==> src/mem_wb_defines.svh <==
// data memory depth, word address width and register count macros
`ifndef MEM_WB_DEFINES_SVH
`define MEM_WB_DEFINES_SVH

// data memory size in 32-bit words
`define DMEM_WORDS 64

// word address bits, log2 of DMEM_WORDS
`define DMEM_ADDR_BITS 6

// architectural register count
`define NUM_REGS 32

`endif

==> src/cpu_stage_pkg.sv <==
// word, register index, destination select and pipeline stage payload types
`default_nettype none

package cpu_stage_pkg;

	// basic datapath widths
	typedef logic [31:0] word_t;
	typedef logic [4:0]  regbits_t;

	// destination register select
	// rd must stay zero so the all-zero bubble is a valid default
	typedef enum logic [1:0] {
		SEL_RD  = 2'd0,
		SEL_RT  = 2'd1,
		SEL_R31 = 2'd2
	} reg_dest_t;

	// EX/MEM payload
	typedef struct packed {
		logic      wen;
		logic      mem_to_reg;
		logic      dmemren;
		logic      dmemwen;
		reg_dest_t reg_dest;
		regbits_t  rt;
		regbits_t  rd;
		// alu result, also the byte address of a load or store
		word_t     result;
		word_t     store_data;
		word_t     next_pc;
		logic      halt;
	} ex_mem_t;

	// MEM/WB payload
	typedef struct packed {
		logic      wen;
		logic      mem_to_reg;
		reg_dest_t reg_dest;
		regbits_t  rt;
		regbits_t  rd;
		word_t     result;
		word_t     load_data;
		word_t     next_pc;
		logic      halt;
	} mem_wb_t;

	// register file write port, also exported for forwarding
	typedef struct packed {
		logic     wen;
		regbits_t wsel;
		word_t    wdat;
	} wb_port_t;

endpackage

`default_nettype wire

==> src/data_mem.sv <==
// word-addressed data memory, combinational load and clocked store
`timescale 1ns/100ps
`default_nettype none
`include "mem_wb_defines.svh"

module data_mem (
	input  logic                CLK,
	input  logic                nRST,
	input  logic                ren,
	input  logic                wen,
	input  cpu_stage_pkg::word_t addr,
	input  cpu_stage_pkg::word_t store_data,
	output cpu_stage_pkg::word_t load_data
);

	import cpu_stage_pkg::*;

	word_t                      mem [`DMEM_WORDS];
	logic [`DMEM_ADDR_BITS-1:0] word_idx;

	// byte address down to word index
	assign word_idx = addr[`DMEM_ADDR_BITS+1:2];

	// zero when no load is active
	assign load_data = ren ? mem[word_idx] : '0;

	always_ff @(posedge CLK, negedge nRST) begin
		if (!nRST) begin
			for (int i = 0; i < `DMEM_WORDS; i++) begin
				mem[i] <= '0;
			end
		end else if (wen) begin
			mem[word_idx] <= store_data;
		end
	end

	// decode upstream should never mark one op as both load and store
	a_no_rw_overlap: assert property (
		@(posedge CLK) disable iff (!nRST)
		!(ren && wen)
	);

	// alu result used as address must be aligned and in range
	a_addr_legal: assert property (
		@(posedge CLK) disable iff (!nRST)
		(ren || wen) |-> (addr[1:0] == 2'b00 && addr < (`DMEM_WORDS * 4))
	);

endmodule

`default_nettype wire

==> src/mem_wb_back_end.sv <==
// back end top with EX/MEM and MEM/WB registers, data memory, writeback and register file
`timescale 1ns/100ps
`default_nettype none

module mem_wb_back_end (
	input  logic                    CLK,
	input  logic                    nRST,
	input  cpu_stage_pkg::ex_mem_t  ex_in,
	input  logic                    enable_ex_mem,
	input  logic                    flush_ex_mem,
	input  logic                    enable_mem_wb,
	input  logic                    flush_mem_wb,
	input  cpu_stage_pkg::regbits_t rsel,
	output cpu_stage_pkg::word_t    rdat,
	output cpu_stage_pkg::wb_port_t wb,
	output logic                    halt
);

	import cpu_stage_pkg::*;

	ex_mem_t ex_q;
	mem_wb_t wb_d;
	mem_wb_t wb_q;
	word_t   load_data;

	// EX/MEM register
	pipe_reg #(
		.payload_t(ex_mem_t)
	) u_ex_mem_reg (
		.CLK    (CLK),
		.nRST   (nRST),
		.enable (enable_ex_mem),
		.flush  (flush_ex_mem),
		.d      (ex_in),
		.q      (ex_q)
	);

	// memory access at the alu result address
	data_mem u_data_mem (
		.CLK        (CLK),
		.nRST       (nRST),
		.ren        (ex_q.dmemren),
		.wen        (ex_q.dmemwen),
		.addr       (ex_q.result),
		.store_data (ex_q.store_data),
		.load_data  (load_data)
	);

	// MEM/WB payload without the memory strobes and store data
	assign wb_d.wen        = ex_q.wen;
	assign wb_d.mem_to_reg = ex_q.mem_to_reg;
	assign wb_d.reg_dest   = ex_q.reg_dest;
	assign wb_d.rt         = ex_q.rt;
	assign wb_d.rd         = ex_q.rd;
	assign wb_d.result     = ex_q.result;
	assign wb_d.load_data  = load_data;
	assign wb_d.next_pc    = ex_q.next_pc;
	assign wb_d.halt       = ex_q.halt;

	// MEM/WB register
	pipe_reg #(
		.payload_t(mem_wb_t)
	) u_mem_wb_reg (
		.CLK    (CLK),
		.nRST   (nRST),
		.enable (enable_mem_wb),
		.flush  (flush_mem_wb),
		.d      (wb_d),
		.q      (wb_q)
	);

	writeback u_writeback (
		.stage (wb_q),
		.wb    (wb)
	);

	register_file u_register_file (
		.CLK  (CLK),
		.nRST (nRST),
		.wb   (wb),
		.rsel (rsel),
		.rdat (rdat)
	);

	// halt is seen as soon as the op reaches writeback
	assign halt = wb_q.halt;

endmodule

`default_nettype wire

==> src/pipe_reg.sv <==
// generic pipeline stage register with enable and flush
`timescale 1ns/100ps
`default_nettype none

module pipe_reg #(
	parameter type payload_t = logic
) (
	input  logic     CLK,
	input  logic     nRST,
	input  logic     enable,
	input  logic     flush,
	input  payload_t d,
	output payload_t q
);

	payload_t q_nxt;

	// flush wins over enable, otherwise hold
	always_comb begin
		q_nxt = q;
		if (flush) begin
			q_nxt = '0;
		end else if (enable) begin
			q_nxt = d;
		end
	end

	// reset loads the bubble
	always_ff @(posedge CLK, negedge nRST) begin
		if (!nRST) begin
			q <= '0;
		end else begin
			q <= q_nxt;
		end
	end

	// upstream stage must never hand over X into a live pipeline
	a_q_known: assert property (
		@(posedge CLK) disable iff (!nRST)
		!$isunknown(q)
	);

endmodule

`default_nettype wire

==> src/register_file.sv <==
// register file with r0 fixed at zero, one write port and one read port
`timescale 1ns/100ps
`default_nettype none
`include "mem_wb_defines.svh"

module register_file (
	input  logic                    CLK,
	input  logic                    nRST,
	input  cpu_stage_pkg::wb_port_t wb,
	input  cpu_stage_pkg::regbits_t rsel,
	output cpu_stage_pkg::word_t    rdat
);

	import cpu_stage_pkg::*;

	word_t regs [`NUM_REGS];

	always_ff @(posedge CLK, negedge nRST) begin
		if (!nRST) begin
			for (int i = 0; i < `NUM_REGS; i++) begin
				regs[i] <= '0;
			end
		end else if (wb.wen && (wb.wsel != '0)) begin
			regs[wb.wsel] <= wb.wdat;
		end
	end

	// r0 always reads zero
	assign rdat = (rsel == '0) ? '0 : regs[rsel];

	// writeback already masks r0, so a write strobe to r0 means a broken select path
	a_no_r0_write: assert property (
		@(posedge CLK) disable iff (!nRST)
		wb.wen |-> (wb.wsel != '0)
	);

endmodule

`default_nettype wire

==> src/writeback.sv <==
// writeback data and destination selection from the MEM/WB payload
`timescale 1ns/100ps
`default_nettype none

module writeback (
	input  cpu_stage_pkg::mem_wb_t  stage,
	output cpu_stage_pkg::wb_port_t wb
);

	import cpu_stage_pkg::*;

	regbits_t wsel;
	word_t    wdat;

	// destination register
	always_comb begin
		case (stage.reg_dest)
			SEL_RT:  wsel = stage.rt;
			SEL_R31: wsel = 5'd31;
			default: wsel = stage.rd;
		endcase
	end

	// link address beats memory data beats alu result
	always_comb begin
		if (stage.reg_dest == SEL_R31) begin
			wdat = stage.next_pc;
		end else if (stage.mem_to_reg) begin
			wdat = stage.load_data;
		end else begin
			wdat = stage.result;
		end
	end

	// writes to r0 are dropped here so the forwarding port never shows them
	assign wb.wen  = stage.wen && (wsel != '0);
	assign wb.wsel = wsel;
	assign wb.wdat = wdat;

endmodule

`default_nettype wire
==> config.mk <==
export PLATFORM = sky130hd
export DESIGN_NAME = mem_wb_back_end
export DESIGN_NICKNAME = d
export VERILOG_FILES = /design/src/cpu_stage_pkg.sv /design/src/data_mem.sv /design/src/mem_wb_back_end.sv /design/src/pipe_reg.sv /design/src/register_file.sv /design/src/writeback.sv
export VERILOG_INCLUDE_DIRS = /design/src /design/src/src
export SDC_FILE = /design/constraint.sdc
export NUM_CORES = 2
export LEC_CHECK = 0
export BUFFER_PORTS_ARGS = -buffer_cell sky130_fd_sc_hd__buf_4
export CAP_MARGIN = 15
export CORE_AREA = 2 2 772 774
export DETAILED_ROUTE_END_ITERATION = 7
export DIE_AREA = 0 0 774 776
export GPL_ROUTABILITY_DRIVEN = 0
export GPL_TIMING_DRIVEN = 0
export HOLD_SLACK_MARGIN = 0.06
export MAX_ROUTING_LAYER = met4
export PLACE_DENSITY_LB_ADDON = 0.08
export SYNTH_ARGS = -nofsm -noshare
export SYNTH_HDL_FRONTEND = slang
export SYNTH_SLANG_ARGS = --single-unit
==> constraint.sdc <==
create_clock -name CLK -period 3.4 [get_ports CLK]
set_clock_uncertainty 0.05 [all_clocks]
set_input_delay 0.17 -clock CLK [delete_from_list [all_inputs] [get_ports CLK]]
set_output_delay 0.17 -clock CLK [all_outputs]
set_load 0.02 [all_outputs]
# Yosys cells after proc, flatten, opt, wreduce, memory -nomap -nowiden
# Cells that the tools add are included.
# Widths: inputs -> output; s select.
[totals] reg_bits=3296 input_bits=124 wordCells=155 out_inout_bits=71
[classes] n_reduce_logical=8 magnitude_cmp=5 n_eq_ne=2 bitwise_logic=3 mux=21
[op_table] op="$bwmux 2048" count=1
[op_table] op="$bwmux 1024" count=1
[op_table] op="$mux 32" count=10
[op_table] op="$mux 113" count=2
[op_table] op="$mux 111" count=2
[op_table] op="$bmux 32 s6" count=1
[op_table] op="$demux 32 s6" count=1
[op_table] op="$bmux 32 s5" count=1
[op_table] op="$demux 32 s5" count=1
[op_table] op="$ge 6x6->1 const B" count=2
[op_table] op="$not 5->6" count=2
[op_table] op="$pmux 5 s2" count=1
[op_table] op="$ge 7x7->1 const B" count=1
[op_table] op="$lt 7x1->1 const B" count=1
[op_table] op="$not 6->7" count=1
[op_table] op="$lt 6x1->1 const B" count=1
[op_table] op="$logic_not 5->1" count=1
[op_table] op="$reduce_bool 5->1" count=1
[op_table] op="$logic_and 1x1->1" count=4
[op_table] op="$reduce_bool 2->1" count=2
[op_table] op="$eq 2x1->1 const B" count=1
[op_table] op="$eq 2x2->1 const B" count=1

# Logic depth before layout (Yosys ltp)
[logic_depth] word_depth=8 mapped_depth=12 ltp_nobuf=9

# Modules after synthesis
# A second synthesis with hierarchy kept.
[unflattened] cells_unflattened=10517 area_unflattened_um2=148358.5
[modules_own_cells] module="data_mem" n_inst=1 seq_area_each_um2=51249.2 cells_per_inst=6716 area_per_inst_um2=91958.2
[modules_own_cells] module="register_file" n_inst=1 seq_area_each_um2=25624.6 cells_per_inst=2949 area_per_inst_um2=46430.8
[modules_own_cells] module="pipe_reg (u_ex_mem_reg)" n_inst=1 seq_area_each_um2=2827.7 cells_per_inst=365 area_per_inst_um2=4599.4
[modules_own_cells] module="pipe_reg (u_mem_wb_reg)" n_inst=1 seq_area_each_um2=2777.7 cells_per_inst=358 area_per_inst_um2=4574.4
[modules_own_cells] module="writeback" n_inst=1 seq_area_each_um2=0.0 cells_per_inst=129 area_per_inst_um2=795.8

# Worst setup path before layout
# No wires, ideal clock.
[synth_timing] path_type="reg2reg" startpoint="register u_mem_wb_reg.q[107] (netlist name)" endpoint="register u_register_file.regs[225] (netlist name)" stages_incl_launch_ff=11 setup_time_ps=128 arrival_ps=2592 n_path_buf=3 path_slack_ps=630 cell_sequence="dfrtp_1 > inv_1 > ha_1 > buf_2 > nand2_1 > o21ai_0 > or4_4 > nor2b_1 > buf_4 > buf_6 > mux2_1"
[synth_rtl] element="start, declared" line="pipe_reg.sv:13" text="output payload_t q"
[synth_rtl] element="start signal, assigned" line="pipe_reg.sv:33" text="q <= q_nxt;"
[synth_rtl] element="end signal, assigned by index" line="register_file.sv:24" text="regs[wb.wsel] <= wb.wdat;"
[synth_rtl] element="end, declared" line="register_file.sv:16" text="word_t regs [`NUM_REGS];"

# Final worst setup path
[layout_timing] startpoint="register u_ex_mem_reg.q[67] (netlist name)" endpoint="register u_data_mem.mem[964] (netlist name)"
[layout_via] elab_chain_len=6
[layout_rtl] element="start, declared" line="pipe_reg.sv:13"
[layout_rtl] element="start signal, assigned" line="pipe_reg.sv:33"
[layout_rtl] element="$not 6->7 (implied by the code) (*)" line="data_mem.sv:33" text="mem[word_idx] <= store_data;"
[layout_rtl] element="$ge 7x7->1 (implied by the code) or $lt 7x1->1 (tied branches)" line="data_mem.sv:33"
[layout_rtl] element="$logic_and 1x1->1 (implied by the code)" line="data_mem.sv:33"
[layout_rtl] element="$mux 32 (implied by the code)" line="data_mem.sv:33"
[layout_rtl] element="$demux 32 s6 (*)" line="data_mem.sv:33"
[layout_rtl] element="$bwmux 2048 (*)" line="data_mem.sv:33"
[layout_rtl] element="end signal, assigned by index" line="data_mem.sv:33"
[layout_rtl] element="end, declared" line="data_mem.sv:18" text="word_t mem [`DMEM_WORDS];"
# Mark *: on every way between the ends. The rest lies on a longest branch, timed or not.
# A chain may end at the register's enable or synchronous reset.

==> summary.txt <==
Setup path
  – Critical path peak fanout: 10
  – Data arrival time of the critical path: 4330 ps
  – R2r worst-path depth: 6
  – Required @ worst endpoint: between 4000 and 5000 ps
  – Nature of the critical path endpoint: flip-flop
  – Critical path class: reg -> reg
  – Kind of start point of the critical path: flip-flop

Cells and area
  – Count of nets after finishing: 12.5k
  – Area added between synthesis and finish: 21.9%
  – Most used cells in the layout excluding fill and tap cells: 3291 x sky130_fd_sc_hd__dfrtp_1, 2126 x sky130_fd_sc_hd__mux2_2, 1225 x sky130_fd_sc_hd__mux2i_1
  – Leading cell type in the layout, fill and taps excluded: sky130_fd_sc_hd__dfrtp_1
  – Final standard cell utilization of the core: 0.304
  – Share of post-route cells with drive strength above 1: 0.323
  – Final non-filler cell total: 20.5k

Global route
  – All-layer global routing usage: 0.209
  – Grt ovf: 0
  – First-pass GRT wire length: 864000 µm
  – Maximum number of pins on one net before global-route repair: 170
  – Via count of the first global-routing pass: 105k
  – Number of antenna violations at the first check in global routing: 64

CTS
  – Post-CTS clock slew at the launch and capture registers of the worst setup and hold paths: 60 ps
  – Clock H-tree levels: 5
  – Clk_lat worst skew: 1040 ps
  – Clk sinks: 3296
  – CTS max path bufs: 4
  – CTS Buf Count: 407
  – TritonCTS clock tree: done
  – CTS Root Cell: sky130_fd_sc_hd__clkbuf_16

Floorplanning
  – Top-level I/O count: 195
  – Die width: 774 µm
  – Area of the core: 592000 µm²
  – Starting Density: 0.249
  – Vert. Die Dim: 776 µm
  – # rows: 283
  – Die area: 601000 µm²

STA
  – Clock period minus final worst setup slack: 3520 ps
  – Worst Max-Slew Pin Slew: 1220 ps
  – Count of final max-slew check failures: 0
  – RSZ-0062 raised after global routing: yes
  – Final hold violation count: 278
  – Max Fclk: ~280 MHz
  – Final cycle utilization of the critical path: 1.04
  – Setup Total Neg Slack: -7780 ps
  – Setup slack after layout: -123 ps
  – Slew margin rel.: 0.189
  – Worst hold slack across all endpoints: -898 ps
  – Count of endpoints failing setup in the final report: ~160

Routing
  – Wire length on met3: 22800 µm
  – Top routing layer used: met4
  – Total number of vias: 98.5k
  – Wire length on met2: 313000 µm
  – WL per Instance: 30.4 µm
  – Antenna violation net count after detailed routing: 0
  – Routed WL: roughly 630000 µm
  – Drt first-iter violations: 5551
  – Met1 routed wirelength after detailed routing: 267000 µm
  – Drt first pass iters: 5
  – Vias per Instance: 4.80
  – DRC: 0

Logic synthesis
  – Ranking of synthesized cells by area: sky130_fd_sc_hd__dfrtp_1 56%, sky130_fd_sc_hd__mux2_2 16%, sky130_fd_sc_hd__mux2i_1 8.3%
  – Syn Std Cell Area: 148000 µm²
  – Mean instance size in the synthesized netlist: ~13 µm²
  – Cell accounting for the most synthesized area: sky130_fd_sc_hd__dfrtp_1
  – Share of the synthesized area in the top cell type: 0.559
  – Yosys warns: 0
  – Number of nets produced by synthesis: 11.4k
  – Synthesized netlist cell count: 11.3k
  – Library cells used by synthesis: 46
  – #FFs+latches synth: 3296
  – Post-synthesis sequential area ratio: 0.559

Power
  – Power Density: just over 500 nW/µm²
  – Peak ir drop on the vdd network: 428 µV
  – Net load switching power: 23.8 mW
  – Share of total power in sequential cells: 0.435
  – Part of the power in the clock network: 0.482
  – Design internal power: 68.9 mW
  – Combinational power share: 0.084
  – Net switching fraction of the power: 0.256
  – Static power due to leakage: approximately 80 nW
  – Power after layout: 92.7 mW

Run
  – Count of max-cap constraint violations: 0

Hold path
  – Worst min path class: in -> async

Placed design
  – Post-placement cell count: 19.4k
  – Estimated wirelength of the detail-placed design: 481000 µm
  – Pre-CTS WS: -1870 ps
  – Number of buffers added on ports: 188

Run status
  – Result of the run: finished, violations left
  – Failing checks: hold timing, setup timing
[power groups by stage]
stage / clock [mW] / sequential, mW / combinational [mW]
after global placement: 0 / 41.1 / 7.00
after global routing: 47.5 / 40.3 / 8.27
after floorplan: 0 / 40.8 / 3.16
after detailed placement: 0 / 41.0 / 7.29
after CTS: 45.9 / 40.3 / 7.82
final: 44.7 / 40.3 / 7.77
[repair_timing]
| action | in CTS | in global routing |
|---|---|---|
| pin swaps | 32 | 16 |
| setup endpoints to repair | 3204 | 817 |
| hold buffers | 309 | 14 |
| endpoints found under the hold margin | 785 | 462 |
| gates resized for setup | 513 | 127 |
| buffers inserted | 51 | 3 |
| gates cloned | 0 | 3 |
[synth_stat cells, drive strengths merged]
cell type  number
o211ai          1
nor3           32
or3b            3
a2bb2oi        30
and3b           1
or3             2
a21oi          58
o21a           34
or2             1
buf           415
nor2b          12
nand2         926
and3            7
nor2          267
a221oi         64
or4             1
dfrtp        3296
mux2         2325
nand2b          1
a211o          21
o21ai         835
and2            1
ha              2
nand3b          4
nand4          63
o22ai          28
nor3b           4
mux2i        1225
clkbuf        696
mux4          279
a22oi         384
o2111ai         1
o221ai         25
nand3         205
a211oi          7
inv            44
[area by class of cell]
class | instances | area (µm²)
Buffer | 1106 | 5420
Clock inverter | 107 | 1280
Clock buffer | 624 | 12400
Inverter | 44 | 289
Tap cell | 7837 | 9810
Timing Repair Buffer | 645 | 6950
Fill cell | 59700 | 412000
Antenna cell | 36 | 90.1
Multi-Input combinational cell | 6849 | 61300
Sequential cell | 3296 | 82500
[layer usage]
layer | global-route usage | up-vias
met2 | 0.358 | 2140
met1 | 0.259 | 52700
met3 | 0.0229 | 852
met5 | - | -
li1 | - | 42800
met4 | 0.0678 | 0
[stage by stage]
step / area (µm²) / hold WS [ps]
global route: 180000 / -868
detailed placement: 160000 / 178
CTS: 179000 / -916
global placement: 159000 / 372
floorplan: 148000 / -176
finish: 180000 / -898
[flip-flops by register name (all words and copies together), names as in the netlist]
| register | cells |
|---|---|
| u_data_mem.mem | 2048 |
| u_ex_mem_reg.q | 113 |
| u_mem_wb_reg.q | 111 |
| u_register_file.regs | 1024 |
[worst max-delay path, cell delays in order (launching register included)]
cell                       delay [ps]
sky130_fd_sc_hd__dfrtp_1          330
sky130_fd_sc_hd__clkbuf_1         180
sky130_fd_sc_hd__clkbuf_8         370
sky130_fd_sc_hd__and3_1           840
sky130_fd_sc_hd__nand2_1          590
sky130_fd_sc_hd__buf_1            530
sky130_fd_sc_hd__mux2_2           420
[cell families (layout without fill, tap and decap cells)]
family	count (synthesis)	after routing	synth area share
AO/OA/AOI/OAI	1488	1488	0.0616
adder cells (fa/ha/maj)	2	2	0.000170
buffers and inverters	1155	2526	0.0334
flip-flops	3296	3296	0.559
multiplexers	3829	3829	0.303
other	0	36	0
AND/OR/NAND/NOR	1530	1530	0.0430
[path summary, 6_finish.rpt]
check	from	end	slack, ps
max	u_ex_mem_reg.q[67]	u_data_mem.mem[964]	-120
min	nRST	u_register_file.regs[102]	-900
max reg2reg	u_ex_mem_reg.q[67]	u_data_mem.mem[964]	-120
min reg2reg	u_register_file.regs[1001]	u_register_file.regs[1001]	400
max in group asynchronous	nRST	u_data_mem.mem[284]	270
min in group CLK	flush_ex_mem	u_ex_mem_reg.q[5]	120
(Power assumes the default switching activity.)
